## src/hdl/clk_rst_cfg.svh

```systemverilog
`ifndef CLK_RST_CFG_SVH
`define CLK_RST_CFG_SVH

// System divider width, counted in 4 MHz clocks.
`define DIV_WIDTH 16

// First rise of this bit ends the oscillator settle hold (about 256 us).
`define HOLD_BIT 10

// APU frame sequencer taps. Bit 12 falls at 512 Hz.
`define FRAME_TAP 12
`define FAST_TAP 4

// Timer taps, one per timer select value.
`define TAP_4096 9
`define TAP_262144 3
`define TAP_65536 5
`define TAP_16384 7

`endif

```

## src/hdl/clk_rst_pkg.sv

```systemverilog
`default_nettype none

`include "clk_rst_cfg.svh"

package clk_rst_pkg;

	// Full divider word.
	typedef logic [`DIV_WIDTH-1:0] div_t;

	// Position inside the machine cycle. Phase 3 is the last clock.
	typedef logic [1:0] phase_t;

	// Timer input clock select. The encoding follows the CPU register field.
	typedef enum logic [1:0] {
		TAC_4096   = 2'b00,
		TAC_262144 = 2'b01,
		TAC_65536  = 2'b10,
		TAC_16384  = 2'b11
	} tac_sel_t;

endpackage

`default_nettype wire

```

## src/hdl/clocks_reset.sv

```systemverilog
`timescale 1ns/10ps
`default_nettype none

module clocks_reset (
	input  logic                  clkin_b,
	input  logic                  arst_n,
	input  logic                  reset,
	input  logic                  div_wr,
	input  logic                  div_rd,
	input  clk_rst_pkg::tac_sel_t tac_sel,
	input  logic                  lcd_en,
	input  logic                  apu_reset,
	input  logic                  fero_q,
	output logic                  nreset2,
	output logic                  nreset_video,
	output clk_rst_pkg::phase_t   phase,
	output logic                  mcycle,
	output logic [7:0]            div_q,
	output logic                  timer_tick,
	output logic                  tick_512hz,
	output logic                  tick_256hz,
	output logic                  tick_128hz
);

	import clk_rst_pkg::*;

	logic div_clr;
	div_t div_val;

	reset_seq reset_seq_i (
		.clkin_b      (clkin_b),
		.arst_n       (arst_n),
		.reset        (reset),
		.div_val      (div_val),
		.lcd_en       (lcd_en),
		.div_clr      (div_clr),
		.nreset2      (nreset2),
		.nreset_video (nreset_video)
	);

	phase_gen phase_gen_i (
		.clkin_b (clkin_b),
		.arst_n  (arst_n),
		.nreset2 (nreset2),
		.phase   (phase),
		.mcycle  (mcycle)
	);

	// The divider also times the power-up hold in reset_seq.
	div_counter div_counter_i (
		.clkin_b    (clkin_b),
		.arst_n     (arst_n),
		.div_clr    (div_clr),
		.div_wr     (div_wr),
		.div_rd     (div_rd),
		.tac_sel    (tac_sel),
		.div_val    (div_val),
		.div_q      (div_q),
		.timer_tick (timer_tick)
	);

	frame_seq frame_seq_i (
		.clkin_b    (clkin_b),
		.arst_n     (arst_n),
		.div_val    (div_val),
		.apu_reset  (apu_reset),
		.fero_q     (fero_q),
		.tick_512hz (tick_512hz),
		.tick_256hz (tick_256hz),
		.tick_128hz (tick_128hz)
	);

endmodule

`default_nettype wire

```

## src/hdl/div_counter.sv

```systemverilog
`timescale 1ns/10ps
`default_nettype none

`include "clk_rst_cfg.svh"

module div_counter (
	input  logic                  clkin_b,
	input  logic                  arst_n,
	input  logic                  div_clr,
	input  logic                  div_wr,
	input  logic                  div_rd,
	input  clk_rst_pkg::tac_sel_t tac_sel,
	output clk_rst_pkg::div_t     div_val,
	output logic [7:0]            div_q,
	output logic                  timer_tick
);

	import clk_rst_pkg::*;

	logic tap;
	logic tap_q;

	// Any CPU write clears the whole divider, not just the visible byte.
	always_ff @(posedge clkin_b or negedge arst_n) begin
		if (!arst_n) begin
			div_val <= '0;
		end else if (div_clr || div_wr) begin
			div_val <= '0;
		end else begin
			div_val <= div_val + 1'b1;
		end
	end

	// Only the upper byte is visible to the CPU.
	assign div_q = div_rd ? div_val[`DIV_WIDTH-1 -: 8] : 8'h00;

	always_comb begin
		case (tac_sel)
			TAC_4096:   tap = div_val[`TAP_4096];
			TAC_262144: tap = div_val[`TAP_262144];
			TAC_65536:  tap = div_val[`TAP_65536];
			TAC_16384:  tap = div_val[`TAP_16384];
			default:    tap = 1'b0;
		endcase
	end

	// Falling edge of the selected tap. The old value is taken from the
	// previous selection, so switching taps can also fire a tick.
	always_ff @(posedge clkin_b or negedge arst_n) begin
		if (!arst_n) begin
			tap_q      <= 1'b0;
			timer_tick <= 1'b0;
		end else begin
			tap_q      <= tap;
			timer_tick <= tap_q & ~tap;
		end
	end

	a_div_wr_clears: assert property (
		@(posedge clkin_b) disable iff (!arst_n)
		div_wr |=> (div_val == '0)
	);

endmodule

`default_nettype wire

```

## src/hdl/frame_seq.sv

```systemverilog
`timescale 1ns/10ps
`default_nettype none

`include "clk_rst_cfg.svh"

module frame_seq (
	input  logic              clkin_b,
	input  logic              arst_n,
	input  clk_rst_pkg::div_t div_val,
	input  logic              apu_reset,
	input  logic              fero_q,
	output logic              tick_512hz,
	output logic              tick_256hz,
	output logic              tick_128hz
);

	logic       tap;
	logic       tap_q;
	logic       step;
	logic [2:0] step_cnt;
	logic [2:0] step_nxt;

	// Test mode runs the frame sequencer from a much faster divider bit.
	assign tap = fero_q ? div_val[`FAST_TAP] : div_val[`FRAME_TAP];

	always_ff @(posedge clkin_b or negedge arst_n) begin
		if (!arst_n) begin
			tap_q <= 1'b0;
			step  <= 1'b0;
		end else begin
			tap_q <= tap;
			step  <= tap_q & ~tap; // One step per falling edge.
		end
	end

	assign step_nxt = step_cnt + 3'd1;

	always_ff @(posedge clkin_b or negedge arst_n) begin
		if (!arst_n) begin
			step_cnt   <= 3'd0;
			tick_512hz <= 1'b0;
			tick_256hz <= 1'b0;
			tick_128hz <= 1'b0;
		end else if (apu_reset) begin
			step_cnt   <= 3'd0; // Sequence restarts from step zero.
			tick_512hz <= 1'b0;
			tick_256hz <= 1'b0;
			tick_128hz <= 1'b0;
		end else begin
			tick_512hz <= step;
			tick_256hz <= step & ~step_nxt[0];
			tick_128hz <= step & (step_nxt[1:0] == 2'd0);
			if (step) begin
				step_cnt <= step_nxt;
			end
		end
	end

	// Slower ticks always coincide with the faster ones.
	a_tick_nesting: assert property (
		@(posedge clkin_b) disable iff (!arst_n)
		(!tick_128hz || tick_256hz) && (!tick_256hz || tick_512hz)
	);

endmodule

`default_nettype wire

```

## src/hdl/phase_gen.sv

```systemverilog
`timescale 1ns/10ps
`default_nettype none

module phase_gen (
	input  logic                clkin_b,
	input  logic                arst_n,
	input  logic                nreset2,
	output clk_rst_pkg::phase_t phase,
	output logic                mcycle
);

	// Four system clocks make one machine cycle.
	always_ff @(posedge clkin_b or negedge arst_n) begin
		if (!arst_n) begin
			phase <= 2'd0;
		end else if (!nreset2) begin
			phase <= 2'd0;
		end else begin
			phase <= phase + 2'd1; // Wraps from 3 back to 0.
		end
	end

	// Strobe on the last clock of the machine cycle.
	assign mcycle = (phase == 2'd3);

	// The first cycle after reset release always starts at phase 0.
	a_phase_zero_in_reset: assert property (
		@(posedge clkin_b) disable iff (!arst_n)
		!nreset2 |=> (phase == 2'd0)
	);

endmodule

`default_nettype wire

```

## src/hdl/reset_seq.sv

```systemverilog
`timescale 1ns/10ps
`default_nettype none

`include "clk_rst_cfg.svh"

module reset_seq (
	input  logic              clkin_b,
	input  logic              arst_n,
	input  logic              reset,
	input  clk_rst_pkg::div_t div_val,
	input  logic              lcd_en,
	output logic              div_clr,
	output logic              nreset2,
	output logic              nreset_video
);

	logic rst_meta;
	logic rst_sync;

	// Two flop synchronizer for the external reset pin.
	always_ff @(posedge clkin_b or negedge arst_n) begin
		if (!arst_n) begin
			rst_meta <= 1'b1;
			rst_sync <= 1'b1;
		end else begin
			rst_meta <= reset;
			rst_sync <= rst_meta;
		end
	end

	assign div_clr = rst_sync; // The divider restarts from zero when reset is released.

	// The system stays in reset until the divider has counted out the
	// oscillator settle time, then latches high until the next reset.
	always_ff @(posedge clkin_b or negedge arst_n) begin
		if (!arst_n) begin
			nreset2 <= 1'b0;
		end else if (rst_sync) begin
			nreset2 <= 1'b0;
		end else if (div_val[`HOLD_BIT]) begin
			nreset2 <= 1'b1;
		end
	end

	always_ff @(posedge clkin_b or negedge arst_n) begin
		if (!arst_n) begin
			nreset_video <= 1'b0;
		end else begin
			nreset_video <= nreset2 & lcd_en; // Video runs only with the LCD on.
		end
	end

	// A synchronized reset keeps the system in reset on the next cycle.
	a_no_release_in_reset: assert property (
		@(posedge clkin_b) disable iff (!arst_n)
		rst_sync |=> !nreset2
	);

endmodule

`default_nettype wire

```

## config.mk

```make
export PLATFORM = sky130hd
export DESIGN_NAME = clocks_reset
export DESIGN_NICKNAME = d
export VERILOG_FILES = /design/src/hdl/clk_rst_pkg.sv /design/src/hdl/clocks_reset.sv /design/src/hdl/div_counter.sv /design/src/hdl/frame_seq.sv /design/src/hdl/phase_gen.sv /design/src/hdl/reset_seq.sv
export VERILOG_INCLUDE_DIRS = /design/src /design/src/hdl
export SDC_FILE = /design/constraint.sdc
export NUM_CORES = 1
export LEC_CHECK = 0
export BUFFER_PORTS_ARGS = -buffer_cell sky130_fd_sc_hd__buf_2
export CAP_MARGIN = 30
export CORE_MARGIN = 4
export CORE_UTILIZATION = 35
export CTS_CLUSTER_SIZE = 20
export DETAILED_ROUTE_END_ITERATION = 12
export PLACE_DENSITY_LB_ADDON = 0.15
export SLEW_MARGIN = 20
export SYNTH_ARGS = -nofsm -noshare
export SYNTH_HDL_FRONTEND = slang
export SYNTH_SLANG_ARGS = --single-unit
```

## constraint.sdc

```tcl
create_clock -name clkin_b -period 3 [get_ports clkin_b]
set_clock_uncertainty 0.05 [all_clocks]
set_input_delay 0.15 -clock clkin_b [delete_from_list [all_inputs] [get_ports clkin_b]]
set_output_delay 0.15 -clock clkin_b [all_outputs]
set_load 0.03 [all_outputs]
```

After elaboration in Yosys (flattened, before gate mapping). Index checks and enable logic that the tools add are counted.

Bits in registers: 32. Output and inout bits: 17.

Reduce and logical (&&, ||, !) cells: 5. Add/subtract/negate cells: 3. Eq/ne operators: 4. Bitwise gates (word level): 8. Muxes and demuxes: 12.

Operators by type and width (number): $add 16x1->16 const B (1); $mux 16 (1); $mux 8 (1); $eq 2x2->1 const B (3); $mux 1 (6); $mux 3 (2); $and 1x1->1 (5); $logic_not 2->1 (2); $pmux 1 s4 (1); $reduce_bool 2->1 (2); $add 3x1->3 const B (1); $not 1->1 (3); $add 2x1->2 const B (1); $eq 2x1->1 const B (1); $mux 2 (1); $logic_or 1x1->1 (1).

Longest topological paths before layout. Gate-level depths: netlist (run 1).

Depth after elaboration: 4. Gate-level depth with buffers: 5. Depth with buffers taken out: 5.

Modules after synthesis. From an unflattened synthesis (run 1), not the netlist that was laid out.

Cells, all modules: 123. Area total of the unflattened synthesis: 1427.6 µm².

Modules (own cells, without submodules): div_counter (cells each 94, area an instance 960.9 µm², seq. area each 450.4 µm², instances 1); frame_seq (cells each 18, area an instance 265.3 µm², seq. area each 175.2 µm², instances 1); reset_seq (cells each 6, area an instance 118.9 µm², seq. area each 102.6 µm², instances 1); phase_gen (cells each 5, area an instance 82.6 µm², seq. area each 50.0 µm², instances 1).

Worst setup path after synthesis (run 1). OpenSTA, ideal clock, no wires.

Kind: flip-flop to flip-flop. From: register div_counter_i.div_val[3]. To: register div_counter_i.div_val[15]. Period minus slack after synthesis: 1.640 ns. Path slack: 1.360 ns. Path buffers: 0. Data arrival time: 1.512 ns. Required time: 2.873 ns. Stages on the path, launching flop included: 5. Cells stage by stage: dfrtp_1 nand3_2 or3_4 or4_1 a21oi_1.

Cells in the longest elaborated chain, start to end: 2.

Ends and longest elaborated chain: start: declaration (RTL line div_counter.sv:13) `output clk_rst_pkg::div_t div_val,`; start signal: assignment (RTL line div_counter.sv:30) `div_val <= div_val + 1'b1;`; $add 16x1->16 (RTL line div_counter.sv:30); $mux 16 (RTL line div_counter.sv:27) `end else if (div_clr || div_wr) begin`.

Every way passes these cells. A chain may end at the register's enable or synchronous reset.

Worst setup path in the final report (run 1). Ends and elaborated chain as after synthesis.

==> results of run 1 <==
## logic make-up after synthesis
logic type               Yosys count  share of synthesized area (%)
XOR/XNOR                           9                           5.79
AO/OA/AOI/OAI                     10                           3.86
adder cells (fa/ha/maj)            3                           2.76
multiplexers                       4                           4.22
AND/OR/NAND/NOR                   60                           24.9
buffers and inverters              5                           1.38
flip-flops                        31                           57.1
## area by class of cell
class	count	share of cell area (%)
Clock inverter	1	0.302
Multi-Input combinational cell	86	34.1
Clock buffer	7	4.61
Timing Repair Buffer	29	9.67
Tap cell	48	3.63
Sequential cell	31	47.0
Inverter	3	0.680
## final timing paths
check / endpoint / start / cells past startpoint / slack, ps
min in group asynchronous: frame_seq_i.tick_128hz$_DFF_PN0_ / arst_n / 2 / 390
setup reg to reg: div_counter_i.div_val[15]$_DFF_PN0_ / div_counter_i.div_val[3]$_DFF_PN0_ / 4 / 1250
hold / removal: reset_seq_i.nreset_video$_DFF_PN0_ / lcd_en / 2 / 40
max in group asynchronous: div_counter_i.div_val[14]$_DFF_PN0_ / arst_n / 2 / 2070
hold reg to reg: reset_seq_i.div_clr$_DFF_PN1_ / reset_seq_i.rst_meta$_DFF_PN1_ / 0 / 310
setup / recovery: div_counter_i.div_val[15]$_DFF_PN0_ / div_counter_i.div_val[3]$_DFF_PN0_ / 4 / 1250
## cell usage in the layout (no fill, tap or decap), types with 3 or more instances in the layout
| cell | netlist | layout |
|---|---|---|
| nand2_1 | 5 | 5 |
| dlygate4sd3_1 | 0 | 3 |
| or3_1 | 3 | 3 |
| ha_1 | 3 | 3 |
| nor2_1 | 16 | 16 |
| buf_2 | 0 | 26 |
| and2_1 | 13 | 13 |
| dfrtp_1 | 29 | 29 |
| o21ai_0 | 4 | 4 |
| inv_1 | 3 | 3 |
| xnor2_1 | 7 | 7 |
| a21oi_1 | 5 | 5 |
| nor4_1 | 3 | 3 |
| clkbuf_8 | 0 | 5 |
| nand3_1 | 5 | 5 |
| nor2b_1 | 3 | 3 |
## timing repair
item                                   in CTS  in global routing
endpoints found under the hold margin      32                  0
setup endpoints to repair                   0                  0
hold buffers                                3                  0
resized for setup                           0                  0
## critical path, stage by stage, from the launching register on
cell,delay [ps]
dfrtp_1,450
nand3_2,140
or3_4,420
or4_1,470
a21oi_1,140
## registers in the layout, indices dropped and copies added, names as in the netlist
signal / cells
div_counter_i.div_val: 16
frame_seq_i.step_cnt: 2
phase_gen_i.phase: 2
div_counter_i.tap_q: 1
div_counter_i.timer_tick: 1
frame_seq_i.step: 1
frame_seq_i.tap_q: 1
frame_seq_i.tick_128hz: 1
frame_seq_i.tick_256hz: 1
frame_seq_i.tick_512hz: 1
reset_seq_i.div_clr: 1
reset_seq_i.nreset2: 1
reset_seq_i.nreset_video: 1
reset_seq_i.rst_meta: 1
## through the flow
step	util [%]	instances	hold WS, ps
final	44.6	205	35.5
after floorplan	-	122	-196
after CTS	44.6	205	23.8
after global placement	41.6	194	172
after detailed placement	41.6	194	182
after global routing	44.6	205	41.0
## power groups by stage
stage          sequential (mW)  combinational (mW)  clock, mW
3_3_place_gp             0.432              0.0226          0
5_1_grt                  0.424              0.0297      0.343
6_report                 0.424              0.0250      0.307
3_5_place_dp             0.432              0.0230          0
2_1_floorplan            0.431             0.00593          0
4_1_cts                  0.424              0.0260      0.322
## per-layer routing
layer	vias up	wire length, µm	global-route usage [%]	part of all wire (%)
met5	-	0	0	0
met4	0	68	6.38	2.5
li1	481	-	-	-
met1	467	1180	14.3	44
met3	5	151	6.04	5.6
met2	20	1280	20.2	48
==> out/qor.csv, run 1 <==
stage;metric;value;unit
outcome;outcome;completed;
yosys;post-synth net total;135;
place;Post-Place Cell Area;1550;µm²
timing;Max Slew Vio Count;0;
power;Leak Pwr;0.788;nW
finish;area occupied by registers;778;µm²
yosys;post-synthesis register bit count;31;
yosys;top cell type's share of synthesized area;53.3;%
power;Net Switching;0.163;mW
yosys;synth cell count leaders;29 x dfrtp_1, 16 x nor2_1, 13 x and2_1;
finish;# diodes;0;
job;# Max-Cap Violations;0;
critical_path;crit end category;flip-flop;
timing;final setup fails;0;
detailed_routing;TritonRoute pass-1 iters;4;
power;VDD IR max;255;µV
floorplan;Starting Density;36.7;%
yosys;largest cells by area after synthesis;dfrtp_1 53%, and2_1 6.0%, xnor2_1 4.5%;
clock_network;H-tree Lvls;2;
floorplan;cell row count;22;
finish;Final Cell Area;1660;µm²
yosys;synthesized cell area;1360;µm²
place;GPL Wtd Cong;0.805;
yosys;top cell type by total area after synthesis;dfrtp_1;
floorplan;Die X;70.4;µm
timing;Setup TNS;0;ps
timing;period utilization;58.4;%
clock_network;clock root buffer;clkbuf_8;
detailed_routing;drt initial violations;13;
place;pre-CTS setup slack;1260;ps
place;Post-DP HPWL;1.98;mm
yosys;count leader, synth;dfrtp_1;
power;Clk pwr share;40.6;%
global_route;first-pass GRT wire length;4.75;mm
floorplan;num ports;27;
critical_path;CP Data Arrival Time;1910;ps
critical_path;CP Data Required Time;3160;ps
power;internal power;0.593;mW
detailed_routing;post-route ant nets;0;
global_route;initial antenna violation count;0;
yosys;Post-synth EDFFs;0;
clock_network;Clock transition at path regs;60;ps
finish;layout cell share with drive strength beyond 1;26.1;%
yosys;Cells after Synth;122;
clock_network;post-CTS setup repair buffer count;0;
yosys;Post-synth ARST share;100;%
power;power after layout;0.756;mW
finish;Fill cells;376;
timing;Fin. Hold Viols;0;
yosys;main flop type after synthesis;dfrtp_1;
floorplan;DIE AREA;4960;µm²
finish;multi-input logic area;566;µm²
timing;min Tclk post-route;1750;ps
timing;Max-slew headroom;54.8;%
clock_network;Max Root-Sink Buffers;2;
timing;fmax;0.571;GHz
floorplan;die height;70.4;µm
clock_network;TritonCTS buffer count;5;
timing;RSZ-0062 raised after global routing;no;
place;IO Port Bufs;26;
clock_network;CTS tree;yes;
detailed_routing;via density per instance;4.75;
global_route;vias in the first global route;1051;
clock_network;Worst-Skew Late Latency;280;ps
detailed_routing;wire per inst;13.1;µm
finish;Area growth syn-to-layout;21.6;%
yosys;Synthesis Warnings;0;
critical_path;Worst setup SP type;flip-flop;
timing;worst-margin pin slew;678;ps
critical_path;worst-path maximum fanout;6;
yosys;Seq/Total Area, Yosys;57.1;%
detailed_routing;total number of vias;973;
global_route;gr ovfl total;0;
timing;setup ws final;1250;ps
critical_path;CP Class;reg2reg;
power;sw frac;21.5;%
global_route;GRT Overall Usage;12.7;%
detailed_routing;DRC viols;0;
finish;# nets final;169;
power;Sequential Power Share;56.1;%
clock_network;CTS sink count;31;
yosys;Mean Syn Cell Area;11.2;µm²
hold_path;Min-Delay Path Class;in2reg;
power;power per cell area;457;nW/µm²
global_route;largest net degree at the start of global routing;32;
detailed_routing;final WL;2.69;mm
power;Comb power frac;3.3;%
floorplan;core area;3720;µm²
yosys;synth unique cells;29;
Power figures use the tool's default switching activity.
==> run 2, diff against run 1 <==
- clock period: 3 -> 1.8 ns (I/O delays scaled with it)
==> out/qor.csv, run 2 (synthesized netlist as in run 1, its figures left out) <==
stage;metric;value;unit;change
outcome;outcome;completed;;unchanged
finish;final core utilization;46.0;%;was 44.6%
timing;fmax;0.585;GHz;was 0.571 GHz
critical_path;crit path launch;div_counter_i.div_val[5]$_DFF_PN0_;;was div_counter_i.div_val[3]$_DFF_PN0_
critical_path;CP max stage cell;or4_1;;unchanged
global_route;first-pass GRT wire length;4.48;mm;was 4.75 mm
finish;commonest non-fill, non-tap cell in the layout;dfrtp_1;;unchanged
timing;min Tclk post-route;1710;ps;was 1750 ps
timing;Fin. Hold Viols;0;;unchanged
floorplan;cell row count;22;;unchanged
finish;biggest regs;div_counter_i.div_val (16), frame_seq_i.step_cnt (2), phase_gen_i.phase (2);;unchanged
timing;Hold WS;20.6;ps;was 35.5 ps
power;VDD IR max;490;µV;was 255 µV
place;IO Port Bufs;26;;unchanged
critical_path;CP Class;reg2reg;;unchanged
detailed_routing;via density per instance;4.82;;was 4.75
clock_network;Max Root-Sink Buffers;2;;unchanged
timing;worst-margin pin slew;661;ps;was 678 ps
timing;Max Slew Vio Count;0;;unchanged
detailed_routing;post-route ant nets;0;;unchanged
timing;Setup TNS;0;ps;unchanged
timing;period utilization;94.9;%;was 58.4%
place;Post-DP HPWL;1.98;mm;about the same
critical_path;Max stage delay on crit path;470;ps;about the same
power;power after layout;1.34;mW;was 0.756 mW
detailed_routing;total number of vias;1008;;was 973
finish;commonest cells after routing, fill and taps aside;29 x dfrtp_1, 26 x buf_2, 16 x nor2_1;;unchanged
job;# Max-Cap Violations;0;;unchanged
critical_path;CP Data Required Time;1950;ps;was 3160 ps
critical_path;worst r2r src;div_counter_i.div_val[5]$_DFF_PN0_;;was div_counter_i.div_val[3]$_DFF_PN0_
detailed_routing;TritonRoute pass-1 iters;4;;unchanged
global_route;gr ovfl total;0;;unchanged
detailed_routing;wire per inst;12.7;µm;was 13.1 µm
critical_path;crit end category;flip-flop;;unchanged
finish;# diodes;0;;unchanged
floorplan;die height;70.4;µm;unchanged
global_route;initial antenna violation count;0;;unchanged
finish;Fill cells;375;;was 376
place;GPL Wtd Cong;0.745;;was 0.805
finish;Largest register FFs;16;;unchanged
floorplan;Die X;70.4;µm;unchanged
hold_path;Min-Delay Path Class;in2reg;;unchanged
finish;fin cells;209;;was 205
clock_network;CTS tree;yes;;unchanged
global_route;largest net degree at the start of global routing;32;;unchanged
power;Leak Pwr;0.816;nW;was 0.788 nW
detailed_routing;final WL;2.65;mm;was 2.69 mm
detailed_routing;drt initial violations;58;;was 13
critical_path;CP Data Arrival Time;1860;ps;was 1910 ps
power;power per cell area;782;nW/µm²;was 457 nW/µm²
place;Inst Count DP;197;;was 194
clock_network;CTS sink count;31;;unchanged
critical_path;Worst setup SP type;flip-flop;;unchanged
clock_network;Resized cells post-CTS;0;;unchanged
floorplan;core area;3720;µm²;unchanged
timing;final setup fails;0;;unchanged
floorplan;Starting Density;36.7;%;unchanged
global_route;GRT Overall Usage;11.7;%;was 12.7%
clock_network;TritonCTS buffer count;5;;unchanged
timing;RSZ-0062 raised after global routing;no;;unchanged
clock_network;H-tree Lvls;2;;unchanged
finish;layout cell share with drive strength beyond 1;28.0;%;was 26.1%
clock_network;clock root buffer;clkbuf_8;;unchanged
floorplan;DIE AREA;4960;µm²;unchanged
critical_path;worst-path maximum fanout;5;;was 6
timing;Max-slew headroom;55.9;%;was 54.8%
critical_path;critical path cell sequence;nand3_2, or3_4, or4_1, a21oi_1;;unchanged
finish;Top reg by flops;div_counter_i.div_val;;unchanged
critical_path;CP top delay family;simple AND/OR/NAND/NOR gates;;unchanged
finish;Area growth syn-to-layout;25.3;%;was 21.6%
critical_path;WP buf/inv;0;;unchanged
finish;# nets final;173;;was 169
clock_network;Worst-Skew Late Latency;280;ps;about the same
hold_path;HP Start;fero_q;;was lcd_en
clock_network;Clock transition at path regs;60;ps;about the same
floorplan;num ports;27;;unchanged
global_route;vias in the first global route;1019;;was 1051
detailed_routing;DRC viols;0;;unchanged
run 2: changes by cell type in the layout (fill, tap and decap cells not counted), sizes merged:
cell         before  now
buf              26   29
clkbuf            7    8
clkinv            1    0
dlygate4sd3       3    4
run 2: stage by stage:
stage	area, µm²	setup slack, ps
3_5_place_dp	1570	104
6_report	1710	91.1
4_1_cts	1710	91.3
3_3_place_gp	1570	148
5_1_grt	1710	27.2
2_1_floorplan	1360	160
run 2: final cells by class:
class / count / area [µm²] / share of cell area, %
clock buffers: 8 / 100 / 5.86
inverters: 3 / 11.3 / 0.659
multi-input cells: 86 / 566 / 33.1
flip-flops and latches: 31 / 778 / 45.6
well taps: 48 / 60.1 / 3.52
repair buffers: 33 / 193 / 11.3
run 2: power breakdown:
group / switching [mW] / internal [mW] / leakage, nW
clock network: 0.238 / 0.348 / 0.0515
logic: 0.0260 / 0.0168 / 0.339
registers: 0.00404 / 0.703 / 0.425
total: 0.268 / 1.07 / 0.816
run 2: worst register-to-register path: cells and delay by family (launching register included):
kind	cells	cell delay (ps)
AND/OR/NAND/NOR	3	1030
flip-flops	1	400
AO/OA/AOI/OAI	1	160
run 2: what timing repair did:
item | 4_1_cts | 5_1_grt
setup buffers | 0 | 0
hold buffers | 4 | 0
endpoints found under the hold margin | 34 | 0
run 2: metal layers:
layer,global-route usage (%),routed length [µm]
met5,0,0
met2,18.6,1240
met4,7.02,61
met3,3.88,153
met1,13.5,1200
run 2: path summary, 6_finish.rpt:
check / endpoint / slack (ps) / cells past startpoint
worst max-delay path: div_counter_i.div_val[15]$_DFF_PN0_ / 90 / 4
worst min-delay path: frame_seq_i.tap_q$_DFF_PN0_ / 20 / 2
worst max register to register: div_counter_i.div_val[15]$_DFF_PN0_ / 90 / 4
worst min register to register: reset_seq_i.div_clr$_DFF_PN1_ / 310 / 0
max in group asynchronous: div_counter_i.div_val[4]$_DFF_PN0_ / 950 / 2
min in group asynchronous: frame_seq_i.tick_256hz$_DFF_PN0_ / 320 / 2
